File: src/common/eth_mac_pkg.sv
package eth_mac_pkg;

	// --------------------------------------------------------------------------
	// sizes

	localparam int PKT_BYTES  = 64;                   // max stored frame incl. FCS
	localparam int RING_DEPTH = 4;
	localparam int BYTE_IDX_W = $clog2(PKT_BYTES);
	localparam int RING_IDX_W = $clog2(RING_DEPTH);
	localparam int LEN_W      = $clog2(PKT_BYTES + 1);
	localparam int APB_ADDR_W = 12;
	localparam int APB_DATA_W = 32;

	// --------------------------------------------------------------------------
	// framing

	localparam logic [7:0]  PREAMBLE_BYTE = 8'h55;
	localparam int          PREAMBLE_LEN  = 7;
	localparam logic [7:0]  SFD_BYTE      = 8'hD5;
	localparam int          FCS_LEN       = 4;
	localparam int          IFG_CYCLES    = 12;
	localparam logic [31:0] CRC_POLY      = 32'h04C1_1DB7;
	localparam logic [31:0] CRC_INIT      = 32'hFFFF_FFFF;
	localparam logic [31:0] CRC_RESIDUE   = 32'hC704_DD7B;

	typedef enum logic [2:0] {
		OP_RX_BYTE,
		OP_RX_LEN,
		OP_RX_NEXT,
		OP_TX_BYTE,
		OP_TX_LEN,
		OP_TX_NEXT
	} host_op_e;

	typedef enum logic [2:0] {
		TX_IDLE,
		TX_PREAMBLE,
		TX_SFD,
		TX_DATA,
		TX_FCS,
		TX_GAP
	} tx_state_e;

	typedef enum logic [1:0] {
		RX_IDLE,
		RX_PREAMBLE,
		RX_DATA,
		RX_DISCARD
	} rx_state_e;

	typedef struct packed {
		logic       valid;
		logic       write;
		host_op_e   op;
		logic [7:0] index;
		logic [7:0] wdata;
	} host_req_t;

	typedef struct packed {
		logic [7:0] rdata;                            // byte or length
		logic       err;
	} store_rsp_t;

	typedef struct packed {
		logic [7:0] data;
		logic       en;
		logic       er;
	} gmii_t;

	typedef struct packed {
		logic             valid;
		logic [LEN_W-1:0] len;
	} tx_head_t;

	typedef struct packed {
		logic                  we;
		logic [BYTE_IDX_W-1:0] index;
		logic [7:0]            data;
		logic                  commit;
		logic                  drop;
		logic [LEN_W-1:0]      len;
	} rx_wr_t;

	// data bit 0 enters first, register kept in normal (x^31 at bit 31) order
	function automatic logic [31:0] crc32_next(input logic [7:0] data, input logic [31:0] crc);
		logic [31:0] c;
		c = crc;
		for (int i = 0; i < 8; i++) begin
			c = {c[30:0], 1'b0} ^ ((c[31] ^ data[i]) ? CRC_POLY : 32'h0);
		end
		return c;
	endfunction

	// wire byte of the FCS taken from the top byte of the register
	function automatic logic [7:0] fcs_byte(input logic [31:0] crc);
		logic [7:0] b;
		for (int i = 0; i < 8; i++) begin
			b[i] = ~crc[31 - i];
		end
		return b;
	endfunction

endpackage

File: src/source/apb_host_port.sv
module apb_host_port
	import eth_mac_pkg::*;
(
	input  logic                  clock,
	input  logic                  reset,
	input  logic                  psel_i,
	input  logic                  penable_i,
	input  logic                  pwrite_i,
	input  logic [APB_ADDR_W-1:0] paddr_i,
	input  logic [APB_DATA_W-1:0] pwdata_i,
	input  store_rsp_t            tx_rsp_i,
	input  store_rsp_t            rx_rsp_i,
	output logic [APB_DATA_W-1:0] prdata_o,
	output logic                  pready_o,
	output logic                  pslverr_o,
	output host_req_t             host_req_o
);

	logic       first_access;
	logic       second_q;                             // access counter, 2nd cycle
	logic       tx_sel_q;
	logic       bad_q;
	logic       idx_bad;
	logic       op_bad;
	store_rsp_t sel_rsp;

	assign first_access = psel_i && penable_i && !second_q;
	assign idx_bad      = paddr_i[7:0] >= PKT_BYTES;
	assign op_bad       = paddr_i[10:8] > OP_TX_NEXT;

	always_comb begin
		host_req_o.valid = first_access && !idx_bad && !op_bad;
		host_req_o.write = pwrite_i;
		host_req_o.op    = host_op_e'(paddr_i[10:8]);
		host_req_o.index = paddr_i[7:0];
		host_req_o.wdata = pwdata_i[7:0];
	end

	always_ff @(posedge clock) begin
		if (reset) begin
			second_q <= 1'b0;
			tx_sel_q <= 1'b0;
			bad_q    <= 1'b0;
		end else begin
			second_q <= first_access;
			if (first_access) begin
				tx_sel_q <= paddr_i[10:8] >= OP_TX_BYTE;  // tx store owns the upper ops
				bad_q    <= idx_bad || op_bad;
			end
		end
	end

	assign sel_rsp   = tx_sel_q ? tx_rsp_i : rx_rsp_i;
	assign pready_o  = second_q;
	assign prdata_o  = bad_q ? '0 : APB_DATA_W'(sel_rsp.rdata);
	assign pslverr_o = second_q && (bad_q || sel_rsp.err);

	// master must hold the transfer open until the two access cycles are done
	assert property (@(posedge clock) disable iff (reset) psel_i && !pready_o |=> psel_i)
		else $error("psel dropped before pready");

endmodule

File: src/packet_store/tx_packet_store.sv
module tx_packet_store
	import eth_mac_pkg::*;
(
	input  logic                  clock,
	input  logic                  reset,
	input  host_req_t             host_req_i,
	input  logic [BYTE_IDX_W-1:0] tx_rd_idx_i,
	input  logic                  tx_pop_i,
	output store_rsp_t            tx_rsp_o,
	output tx_head_t              tx_head_o,
	output logic [7:0]            tx_rd_data_o
);

	logic [7:0]            mem [RING_DEPTH][PKT_BYTES];
	logic [LEN_W-1:0]      len_q [RING_DEPTH];
	logic [RING_IDX_W-1:0] wr_ptr;                    // slot being filled by host
	logic [RING_IDX_W-1:0] send_ptr;
	logic [RING_IDX_W:0]   count;
	logic                  full;
	logic                  byte_wr;
	logic                  push;
	logic [BYTE_IDX_W-1:0] idx;
	logic [LEN_W-1:0]      byte_end;

	assign full     = count == RING_DEPTH;
	assign idx      = host_req_i.index[BYTE_IDX_W-1:0];
	assign byte_end = LEN_W'(idx) + 1'b1;
	assign byte_wr  = host_req_i.valid && host_req_i.op == OP_TX_BYTE && host_req_i.write && !full;
	assign push     = host_req_i.valid && host_req_i.op == OP_TX_NEXT && !full
		&& len_q[wr_ptr] != '0;

	always_ff @(posedge clock) begin
		if (byte_wr) begin
			mem[wr_ptr][idx] <= host_req_i.wdata;
		end
		tx_rd_data_o <= mem[send_ptr][tx_rd_idx_i];
	end

	always_ff @(posedge clock) begin
		if (reset) begin
			wr_ptr   <= '0;
			send_ptr <= '0;
			count    <= '0;
			tx_rsp_o <= '0;
			for (int i = 0; i < RING_DEPTH; i++) begin
				len_q[i] <= '0;
			end
		end else begin
			tx_rsp_o <= '0;
			if (byte_wr && byte_end > len_q[wr_ptr]) begin
				len_q[wr_ptr] <= byte_end;
			end
			if (push) begin
				wr_ptr <= wr_ptr + 1'b1;
			end
			if (tx_pop_i) begin
				len_q[send_ptr] <= '0;                // slot comes back empty
				send_ptr        <= send_ptr + 1'b1;
			end
			count <= count + {{RING_IDX_W{1'b0}}, push} - {{RING_IDX_W{1'b0}}, tx_pop_i};
			if (host_req_i.valid) begin
				case (host_req_i.op)
					OP_TX_BYTE: tx_rsp_o.err   <= !host_req_i.write || full;
					OP_TX_LEN:  tx_rsp_o.rdata <= 8'(len_q[wr_ptr]);
					OP_TX_NEXT: tx_rsp_o.err   <= !push;
					default:    tx_rsp_o       <= '0;
				endcase
			end
		end
	end

	assign tx_head_o.valid = count != '0;
	assign tx_head_o.len   = len_q[send_ptr];

	// framer may only release a packet it was offered
	assert property (@(posedge clock) disable iff (reset) tx_pop_i |-> tx_head_o.valid)
		else $error("tx pop while head invalid");

endmodule

File: src/packet_store/rx_packet_store.sv
module rx_packet_store
	import eth_mac_pkg::*;
(
	input  logic       clock,
	input  logic       reset,
	input  host_req_t  host_req_i,
	input  rx_wr_t     rx_wr_i,
	output store_rsp_t rx_rsp_o,
	output logic       rx_full_o
);

	logic [7:0]            mem [RING_DEPTH][PKT_BYTES];
	logic [LEN_W-1:0]      len_q [RING_DEPTH];
	logic [RING_IDX_W-1:0] wr_ptr;                    // slot the framer fills
	logic [RING_IDX_W-1:0] rd_ptr;
	logic [RING_IDX_W:0]   count;
	logic [LEN_W-1:0]      fill_q;                    // bytes of the open frame
	logic                  pop;
	logic [BYTE_IDX_W-1:0] idx;

	assign rx_full_o = count == RING_DEPTH;
	assign idx       = host_req_i.index[BYTE_IDX_W-1:0];
	assign pop       = host_req_i.valid && host_req_i.op == OP_RX_NEXT && count != '0;

	always_ff @(posedge clock) begin
		if (rx_wr_i.we) begin
			mem[wr_ptr][rx_wr_i.index] <= rx_wr_i.data;
		end
	end

	always_ff @(posedge clock) begin
		if (reset) begin
			wr_ptr   <= '0;
			rd_ptr   <= '0;
			count    <= '0;
			fill_q   <= '0;
			rx_rsp_o <= '0;
			for (int i = 0; i < RING_DEPTH; i++) begin
				len_q[i] <= '0;
			end
		end else begin
			rx_rsp_o <= '0;
			if (rx_wr_i.we) begin
				fill_q <= LEN_W'(rx_wr_i.index) + 1'b1;
			end
			if (rx_wr_i.commit || rx_wr_i.drop) begin
				fill_q <= '0;
			end
			if (rx_wr_i.commit) begin
				len_q[wr_ptr] <= rx_wr_i.len;
				wr_ptr        <= wr_ptr + 1'b1;
			end
			if (pop) begin
				len_q[rd_ptr] <= '0;
				rd_ptr        <= rd_ptr + 1'b1;
			end
			count <= count + {{RING_IDX_W{1'b0}}, rx_wr_i.commit} - {{RING_IDX_W{1'b0}}, pop};
			if (host_req_i.valid) begin
				case (host_req_i.op)
					OP_RX_BYTE: begin
						rx_rsp_o.err <= host_req_i.write;
						if (LEN_W'(idx) < len_q[rd_ptr]) begin
							rx_rsp_o.rdata <= mem[rd_ptr][idx];
						end
					end
					OP_RX_LEN:  rx_rsp_o.rdata <= 8'(len_q[rd_ptr]);  // empty slot reads 0
					OP_RX_NEXT: rx_rsp_o.err   <= !pop;
					default:    rx_rsp_o       <= '0;
				endcase
			end
		end
	end

	// committed length is what the framer wrote minus the stripped FCS,
	// and the framer never commits into a full ring
	assert property (@(posedge clock) disable iff (reset)
		rx_wr_i.commit |-> !rx_full_o && rx_wr_i.len + LEN_W'(FCS_LEN) == fill_q)
		else $error("rx commit inconsistent with written bytes");

endmodule

File: src/gmii_framer/gmii_tx_framer.sv
module gmii_tx_framer
	import eth_mac_pkg::*;
(
	input  logic                  clock,
	input  logic                  reset,
	input  tx_head_t              tx_head_i,
	input  logic [7:0]            tx_rd_data_i,
	output logic [BYTE_IDX_W-1:0] tx_rd_idx_o,
	output logic                  tx_pop_o,
	output gmii_t                 gmii_tx_o
);

	tx_state_e        state;
	logic [LEN_W-1:0] cnt;                            // preamble, data, fcs or gap count
	logic [31:0]      crc;

	// --------------------------------------------------------------------------
	// output is registered, so each state loads the byte for the next cycle
	// and the read index runs one ahead of the byte being loaded

	always_ff @(posedge clock) begin
		if (reset) begin
			state     <= TX_IDLE;
			gmii_tx_o <= '0;
			tx_pop_o  <= 1'b0;
		end else begin
			tx_pop_o <= 1'b0;
			case (state)
				TX_IDLE: begin
					tx_rd_idx_o <= '0;
					if (tx_head_i.valid) begin
						gmii_tx_o.data <= PREAMBLE_BYTE;
						gmii_tx_o.en   <= 1'b1;
						cnt            <= LEN_W'(1);
						state          <= TX_PREAMBLE;
					end
				end
				TX_PREAMBLE: begin
					if (cnt < PREAMBLE_LEN) begin
						cnt <= cnt + 1'b1;
					end else begin
						gmii_tx_o.data <= SFD_BYTE;
						tx_rd_idx_o    <= BYTE_IDX_W'(1);  // byte 0 already on read port
						state          <= TX_SFD;
					end
				end
				TX_SFD: begin
					gmii_tx_o.data <= tx_rd_data_i;
					crc            <= crc32_next(tx_rd_data_i, CRC_INIT);
					tx_rd_idx_o    <= tx_rd_idx_o + 1'b1;
					cnt            <= LEN_W'(1);
					state          <= TX_DATA;
				end
				TX_DATA: begin
					if (cnt < tx_head_i.len) begin
						gmii_tx_o.data <= tx_rd_data_i;
						crc            <= crc32_next(tx_rd_data_i, crc);
						tx_rd_idx_o    <= tx_rd_idx_o + 1'b1;
						cnt            <= cnt + 1'b1;
					end else begin
						gmii_tx_o.data <= fcs_byte(crc);
						crc            <= {crc[23:0], 8'h00};
						cnt            <= LEN_W'(1);
						state          <= TX_FCS;
					end
				end
				TX_FCS: begin
					if (cnt < FCS_LEN) begin
						gmii_tx_o.data <= fcs_byte(crc);
						crc            <= {crc[23:0], 8'h00};
						cnt            <= cnt + 1'b1;
					end else begin
						gmii_tx_o <= '0;
						tx_pop_o  <= 1'b1;                // frame is out, free the slot
						cnt       <= LEN_W'(1);
						state     <= TX_GAP;
					end
				end
				TX_GAP: begin
					if (cnt < IFG_CYCLES) begin
						cnt <= cnt + 1'b1;
					end else begin
						state <= TX_IDLE;
					end
				end
				default: state <= TX_IDLE;
			endcase
		end
	end

	// slot being sent stays offered until its pop
	assert property (@(posedge clock) disable iff (reset) gmii_tx_o.en |-> tx_head_i.valid)
		else $error("tx head invalid while frame on the wire");

endmodule

File: src/gmii_framer/gmii_rx_framer.sv
module gmii_rx_framer
	import eth_mac_pkg::*;
(
	input  logic   clock,
	input  logic   reset,
	input  gmii_t  gmii_rx_i,
	input  logic   rx_full_i,
	output rx_wr_t rx_wr_o
);

	rx_state_e        state;
	logic [LEN_W-1:0] cnt;                            // bytes after SFD, FCS included
	logic [31:0]      crc;
	logic             frame_ok;

	assign frame_ok = crc == CRC_RESIDUE && cnt > FCS_LEN && cnt <= PKT_BYTES;

	always_ff @(posedge clock) begin
		if (reset) begin
			state   <= RX_IDLE;
			rx_wr_o <= '0;
		end else begin
			rx_wr_o.we     <= 1'b0;
			rx_wr_o.commit <= 1'b0;
			rx_wr_o.drop   <= 1'b0;
			case (state)
				RX_IDLE: begin
					if (gmii_rx_i.en) begin
						if (!gmii_rx_i.er && gmii_rx_i.data == PREAMBLE_BYTE) begin
							state <= RX_PREAMBLE;
						end else begin
							state <= RX_DISCARD;
						end
					end
				end
				RX_PREAMBLE: begin
					if (!gmii_rx_i.en) begin
						state <= RX_IDLE;
					end else if (gmii_rx_i.er) begin
						state <= RX_DISCARD;
					end else if (gmii_rx_i.data == SFD_BYTE) begin
						cnt   <= '0;
						crc   <= CRC_INIT;
						state <= rx_full_i ? RX_DISCARD : RX_DATA;  // no room, skip frame
					end else if (gmii_rx_i.data != PREAMBLE_BYTE) begin
						state <= RX_DISCARD;
					end
				end
				RX_DATA: begin
					if (!gmii_rx_i.en) begin
						if (frame_ok) begin
							rx_wr_o.commit <= 1'b1;
							rx_wr_o.len    <= cnt - LEN_W'(FCS_LEN);  // strip fcs
						end else begin
							rx_wr_o.drop <= 1'b1;
						end
						state <= RX_IDLE;
					end else if (gmii_rx_i.er || cnt == PKT_BYTES) begin
						rx_wr_o.drop <= 1'b1;
						state        <= RX_DISCARD;
					end else begin
						rx_wr_o.we    <= 1'b1;
						rx_wr_o.index <= cnt[BYTE_IDX_W-1:0];
						rx_wr_o.data  <= gmii_rx_i.data;
						crc           <= crc32_next(gmii_rx_i.data, crc);
						cnt           <= cnt + 1'b1;
					end
				end
				RX_DISCARD: begin
					if (!gmii_rx_i.en) begin
						state <= RX_IDLE;
					end
				end
				default: state <= RX_IDLE;
			endcase
		end
	end

endmodule

File: src/source/eth_mac_top.sv
module eth_mac_top
	import eth_mac_pkg::*;
(
	input  logic                  clock,
	input  logic                  reset,
	input  logic                  psel_i,
	input  logic                  penable_i,
	input  logic                  pwrite_i,
	input  logic [APB_ADDR_W-1:0] paddr_i,
	input  logic [APB_DATA_W-1:0] pwdata_i,
	output logic [APB_DATA_W-1:0] prdata_o,
	output logic                  pready_o,
	output logic                  pslverr_o,
	output gmii_t                 gmii_tx_o,
	input  gmii_t                 gmii_rx_i
);

	host_req_t             host_req;
	store_rsp_t            tx_rsp;
	store_rsp_t            rx_rsp;
	tx_head_t              tx_head;
	logic [BYTE_IDX_W-1:0] tx_rd_idx;
	logic                  tx_pop;
	logic [7:0]            tx_rd_data;
	rx_wr_t                rx_wr;
	logic                  rx_full;

	apb_host_port host_port (
		.clock, .reset,
		.psel_i, .penable_i, .pwrite_i, .paddr_i, .pwdata_i,
		.tx_rsp_i   (tx_rsp),
		.rx_rsp_i   (rx_rsp),
		.prdata_o, .pready_o, .pslverr_o,
		.host_req_o (host_req)
	);

	tx_packet_store tx_store (
		.clock, .reset,
		.host_req_i   (host_req),
		.tx_rd_idx_i  (tx_rd_idx),
		.tx_pop_i     (tx_pop),
		.tx_rsp_o     (tx_rsp),
		.tx_head_o    (tx_head),
		.tx_rd_data_o (tx_rd_data)
	);

	rx_packet_store rx_store (
		.clock, .reset,
		.host_req_i (host_req),
		.rx_wr_i    (rx_wr),
		.rx_rsp_o   (rx_rsp),
		.rx_full_o  (rx_full)
	);

	gmii_tx_framer tx_framer (
		.clock, .reset,
		.tx_head_i    (tx_head),
		.tx_rd_data_i (tx_rd_data),
		.tx_rd_idx_o  (tx_rd_idx),
		.tx_pop_o     (tx_pop),
		.gmii_tx_o
	);

	gmii_rx_framer rx_framer (
		.clock, .reset,
		.gmii_rx_i,
		.rx_full_i (rx_full),
		.rx_wr_o   (rx_wr)
	);

endmodule

File: config.mk
export PLATFORM = sky130hd
export DESIGN_NAME = eth_mac_top
export DESIGN_NICKNAME = d
export VERILOG_FILES = /design/src/common/eth_mac_pkg.sv /design/src/source/apb_host_port.sv /design/src/packet_store/tx_packet_store.sv /design/src/packet_store/rx_packet_store.sv /design/src/gmii_framer/gmii_tx_framer.sv /design/src/gmii_framer/gmii_rx_framer.sv /design/src/source/eth_mac_top.sv
export SDC_FILE = /design/constraint.sdc
export NUM_CORES = 2
export LEC_CHECK = 0
export CAP_MARGIN = 25
export CORE_MARGIN = 2
export CORE_UTILIZATION = 50
export CTS_CLUSTER_SIZE = 8
export DETAILED_ROUTE_END_ITERATION = 8
export DONT_BUFFER_PORTS = 1
export GPL_ROUTABILITY_DRIVEN = 0
export PLACE_DENSITY = 0.7
export SLEW_MARGIN = 15
export SYNTH_ARGS = -nofsm -noshare
export SYNTH_HDL_FRONTEND = slang
export SYNTH_MEMORY_MAX_BITS = 65536
export SYNTH_SLANG_ARGS = --single-unit
File: constraint.sdc
create_clock -name clock -period 6.3 [get_ports clock]
set_input_delay 1.575 -clock clock [delete_from_list [all_inputs] [get_ports clock]]
set_output_delay 1.575 -clock clock [all_outputs]
set_load 0.02 [all_outputs]
=== Word-level counts from Yosys, hierarchy flattened ===
Memory sizes are Yosys's and may differ from the RTL's. A register that Yosys moved wholly into a read port is not among the register bits.
Index checks and enable logic that the tools add are counted.

* Memories: 4
* Output and inout bits: 44
* Bits in registers: 165
* Word-level logic and storage cells: 359
* Input port bits: 59
* Bits in writable memories: 4152

* Add/subtract/negate cells: 13
* Mux-type cells: 131
* Equal/unequal tests: 38
* Bitwise operators: 65
* Order comparisons: 16
* Reductions and logical operators: 62

{| class="wikitable"
|+ Memory list
! memory !! depth !! width !! read ports !! clocked after Yosys merged registers in !! write ports !! RTL line !! text
|-
| rx_store.mem || 4 || 512 || 1 || 1 || 1 || rx_packet_store.sv:12 || <nowiki>logic [7:0] mem [RING_DEPTH][PKT_BYTES];</nowiki>
|-
| tx_store.mem || 4 || 512 || 1 || 1 || 1 || tx_packet_store.sv:14 || <nowiki>logic [7:0] mem [RING_DEPTH][PKT_BYTES];</nowiki>
|-
| rx_store.len_q || 4 || 7 || 1 || 1 || 4 || rx_packet_store.sv:13 || <nowiki>logic [LEN_W-1:0] len_q [RING_DEPTH];</nowiki>
|-
| tx_store.len_q || 4 || 7 || 2 || 2 || 4 || tx_packet_store.sv:15 || <nowiki>logic [LEN_W-1:0] len_q [RING_DEPTH];</nowiki>
|}

{| class="wikitable"
|+ Operator list
! cell !! number
|-
| 2-to-1 mux 512 bit || 2
|-
| XOR 32 bit || 23
|-
| 2-to-1 mux 27 bit || 24
|-
| 2-to-1 mux 32 bit || 7
|-
| 2-to-1 mux 7 bit || 14
|-
| binary-select mux 8 bit (select 6 bit) || 2
|-
| demux 8 bit (select 6 bit) || 2
|-
| case mux 32 bit (3 select lines) || 1
|-
| 2-to-1 mux 8 bit || 11
|-
| case mux 32 bit (2 select lines) || 1
|-
| 2-to-1 mux 2 bit || 24
|-
| case mux 7 bit (6 select lines) || 1
|-
| case mux 8 bit (5 select lines) || 1
|-
| equality test 32 bit, second input constant || 1
|-
| NOT 31 bit || 1
|-
| OR reduction 7 bit || 4
|-
| case mux 6 bit (4 select lines) || 1
|-
| 2-to-1 mux 1 bit || 23
|-
| XOR 1 bit || 23
|-
| >= comparator 7 bit, second input constant || 3
|-
| NOT 6 -> 7 bit || 3
|-
| != test 2 bit, second input constant || 10
|-
| logical AND 1 bit || 19
|-
| equality test 3 bit, second input constant || 6
|-
| other kinds (55) || 118
|}

=== Depth between registers and ports, before layout ===
* Depth after elaboration: 27
* Depth in mapped cells: 18
* Mapped depth without buffers: 11

=== Cells and area by module ===
A second synthesis with hierarchy kept.

* Cells, all modules: 8793
* Area total of the unflattened synthesis: 173522.7 µm²

{| class="wikitable"
|+ Modules (own cells, without submodules)
! module !! area an instance (µm²) !! instances !! sequential area each (µm²) !! cells each
|-
| rx_packet_store || 82942.0 || 1 || 62419.9 || 3989
|-
| tx_packet_store || 82080.0 || 1 || 62600.0 || 3947
|-
| gmii_tx_framer || 4307.9 || 1 || 1611.5 || 460
|-
| gmii_rx_framer || 3564.7 || 1 || 1691.6 || 320
|-
| apb_host_port || 628.1 || 1 || 60.1 || 77
|}

=== Worst setup path after synthesis ===
Ideal clock, no wire load.

* Kind: input to register
* From: in gmii_rx_i[5] (netlist bit)
* To: reg rx_framer.cnt[0], enable pin
* Stages: 7
* Arrival time: 5.034 ns
* Setup time: 0.484 ns
* Path buffers: 0
* Data required time: 5.816 ns
* Slack: 0.782 ns
* Cell sequence: nor4bb_1 > nand4b_1 > inv_1 > nand2_1 > nor3b_1 > a21oi_1 > nor3_1

* Cells in the longest elaborated chain, start to end: 3

{| class="wikitable"
|+ Ends and longest elaborated chain
! item !! RTL line !! text
|-
| from (decl) || eth_mac_top.sv:15 || <nowiki>input gmii_t gmii_rx_i</nowiki>
|-
| equality test 8 bit || gmii_rx_framer.sv:41 || <nowiki>end else if (gmii_rx_i.data == SFD_BYTE) begin</nowiki>
|-
| != test 2 x 1 -> 1 bit (no source line) || - ||
|-
| AND reduction 7 bit (no source line) || - ||
|-
| to (signal assigned) || gmii_rx_framer.sv:66 || <nowiki>cnt <= cnt + 1'b1;</nowiki>
|-
| to (decl) || gmii_rx_framer.sv:12 || <nowiki>logic [LEN_W-1:0] cnt;</nowiki>
|}

No other way between the ends.
A chain may end at the register's enable or synchronous reset.

==> impl_metrics.py <==
metrics = {
    "cells_and_area": {
        "drive_gt1_frac": 0.167,
        "post-route-cell-area_sq_um": 194000,
        "syn_to_final_growth_pct": 13.2,
        "nNetsFinal": 9722,
        "utilization": 0.567,
    },
    "route": {
        "drtPass1Iterations": 6,
        "routedWlPerCell_microns": 30.9,
        "vias_per_cell": 6.37,
        "routed_wirelength_microns": 441000,
        "via_count": 91100,
        "drt_iter0_markers": 11600,
        "post-route-drc-count": 0,
        "antenna_left": 0,
    },
    "pwr": {
        "power_frac_seq": 0.485,
        "switching_power_w": 0.0147,
        "power_leakage_nw": 58.8,
        "p_clk_frac": 0.440,
        "switching_share": 0.223,
        "ir_drop_mv": 0.308,
        "p_int_w": 0.0512,
        "power.density_nw_per_um2": 340,
        "p_comb_frac": 0.075,
    },
    "synth": {
        "synth_ff_type": "edfxtp_1",
        "ys_seq_area_frac": 0.748,
        "yosys.area.top_type": "edfxtp_1",
        "ys_top_cells_by_count": "edfxtp_1, mux2i_1, mux4_2, nor2_1, o22ai_1",
        "async_flop_share": 0,
        "synth_top_area_frac": 0.732,
        "ys_seq_elements": 4322,
        "yosysMostFrequentCell": "edfxtp_1",
        "synth_edf_count": 4180,
        "synth_area_leaders": "edfxtp_1, mux4_2, mux2i_1",
        "syn_inst": 9268,
        "syn_avg_cell_area_sq_um": 18.5,
        "ys_warn_count": 0,
        "synth_cell_types": 77,
        "syn_area_sq_um": 172000,
    },
    "sta": {
        "period_share": 0.730,
        "rsz0062_at_grt": "false",
        "period_needed_ns": 4.60,
        "fmax_mhz": 217,
        "finalSetupViolCount": 0,
        "worstMarginPinSlew_ns": 1.19,
        "finalHoldViolCount": 0,
        "tns_ns": 0,
        "maxSlewHeadroom": 0.206,
        "skew_ns": 0.0417,
        "slew_violations": 0,
        "fin_hold_ws_ns": 0.507,
    },
    "die": {
        "start_util": 0.501,
        "die_x_microns": 590,
        "core_area_sq_um": 342000,
        "rows": 215,
        "die_h_microns": 590,
        "io_pins": 103,
        "die_area_sq_um": 348000,
    },
    "clock_tree": {
        "cts_resized": 0,
        "numCtsBuffers": 614,
        "clockRootBuffer": "clkbuf_16",
        "post-cts-setup-buffer-count": 0,
        "h-tree-depth": 6,
        "holdBufCountCts": 0,
        "cts_sinks": 4322,
        "clockBufferDepth": 4,
        "cts_tree": "built",
        "path_clk_slew_ns": 0.05,
        "clkLatencyLatePin_ns": 0.94,
    },
    "worst_setup_path": {
        "worstSetupPathDepth": 10,
        "cp_data_required_time_ns": 7.10,
        "startpoint_type": "flip-flop",
        "rr_worst_depth": 10,
        "slowest_delay_ns": 0.81,
        "worst-path-buf-inv": 2,
        "crit_arrival_ns": 5.40,
        "cp_slowest_cell": "dfxtp_4",
        "crit_family": "simple AND/OR/NAND/NOR gates",
        "worst-setup-path-type": "reg -> reg",
        "path_cells": "nor2_1 -> nand2_2 -> buf_12 -> buf_4 -> o22ai_1 -> nor4_1 -> nand2_1 -> a22oi_1 -> nand4_1 -> a32o_1",
        "crit_path_end_kind": "flip-flop",
        "cp_max_fo": 27,
    },
    "run_status": {
        "status": "finished, final reports clean",
    },
    "placement": {
        "port_buffers": 0,
        "dp.final_hpwl_microns": 256000,
        "placed_area_sq_um": 177000,
    },
    "global_routing": {
        "gr-usage-all-layers": 0.250,
        "grt_overflow": 0,
        "antenna_found_initial": 17,
        "grt_max_degree": 257,
        "grt_pass1_wl_microns": 636000,
        "grt_pass1_vias": 91400,
    },
    "hold_path": {
        "whs_path_depth": 2,
        "hp-class": "reg -> reg",
    },
    "run": {
        "cap_violations": 0,
    },
}
[cell usage in the layout, fill, tap and decap left out, types with 130 or more instances in the layout]
cell type and instances:
buf_4 224, and2_1 275, edfxtp_1 4180, o22ai_1 494
mux2i_1 1128, clkbuf_16 630, nor2_1 517, mux4_2 598
dfxtp_1 130, nand2_1 226
[cells by family after synthesis]
| family | share of synthesized area |
|---|---|
| and+or+nand+nor | 0.0401 |
| AOI/OAI and AO/OA | 0.0353 |
| muxes | 0.145 |
| buffers and inverters | 0.0174 |
| xor gates and xnor gates | 0.00997 |
| other | 0.0000219 |
| adders and majority gates | 0.00366 |
| DFF | 0.748 |
[power by group through the flow]
stage	registers, W	logic [W]	clock network [W]
floorplan	0.0323	0.00334	0
global placement	0.0325	0.00477	0
detailed placement	0.0325	0.00484	0
CTS	0.0320	0.00488	0.0293
global route	0.0319	0.00521	0.0304
finish	0.0320	0.00494	0.0290
[flip-flops by register name, indices dropped and copies added, names as in the netlist, 3 cells and up, named ones only]
signal and count:
tx_framer.cnt 7, tx_framer.crc 32, rx_store.len_q 28, tx_store.mem 2048, tx_store.len_q 28, rx_framer.crc 32
tx_store.count 3, tx_framer.gmii_tx_o 9, tx_store.tx_rd_data_o 8, rx_store.rx_rsp_o 9, rx_framer.rx_wr_o 23, rx_framer.cnt 7
tx_framer.state 3, rx_store.count 3, tx_framer.tx_rd_idx_o 6, rx_store.mem 2048, tx_store.tx_rsp_o 8
[path summary, 6_finish.rpt]
check | startpoint | to | slack [ns]
max | flip-flop | rx_store.rx_rsp_o[2] | 1.70
min | tx_store.len_q[1][5] | tx_store.len_q[1][5] | 0.51
max reg2reg | flip-flop | rx_store.rx_rsp_o[2] | 1.70
min reg2reg | tx_store.len_q[1][5] | tx_store.len_q[1][5] | 0.51
[layout make-up]
| class | count | area, sq um |
|---|---|---|
| clock inverter | 39 | 500 |
| inverter | 58 | 218 |
| multi-input combinational | 4339 | 40500 |
| clock buffer | 690 | 16000 |
| timing repair buffer | 279 | 2770 |
| fill | 24800 | 148000 |
| tap | 4557 | 5700 |
| sequential | 4322 | 128000 |
| antenna | 6 | 15.0 |
[stage by stage]
stage,total power [W],setup slack [ns],cells
after floorplan,0.0357,0.782,9292
after global placement,0.0373,1.09,13500
after detailed placement,0.0373,0.959,13600
after CTS,0.0661,1.67,14300
after global routing,0.0676,1.38,14300
final,0.0659,1.70,14300
[layer usage]
metal | routed length, microns | vias up | GRT usage
met5 | 88 | - | 0
met4 | 19400 | 12 | 0.105
met3 | 39900 | 934 | 0.0453
met2 | 214000 | 5260 | 0.404
met1 | 168000 | 47100 | 0.335
li1 | - | 37800 | -
[tightest hold or removal path, cell delays in order (launching register included)]
cell and delay (ns):
dfxtp_1 0.32, nand3b_1 0.08, a21oi_1 0.06
(Power assumes the default switching activity.)
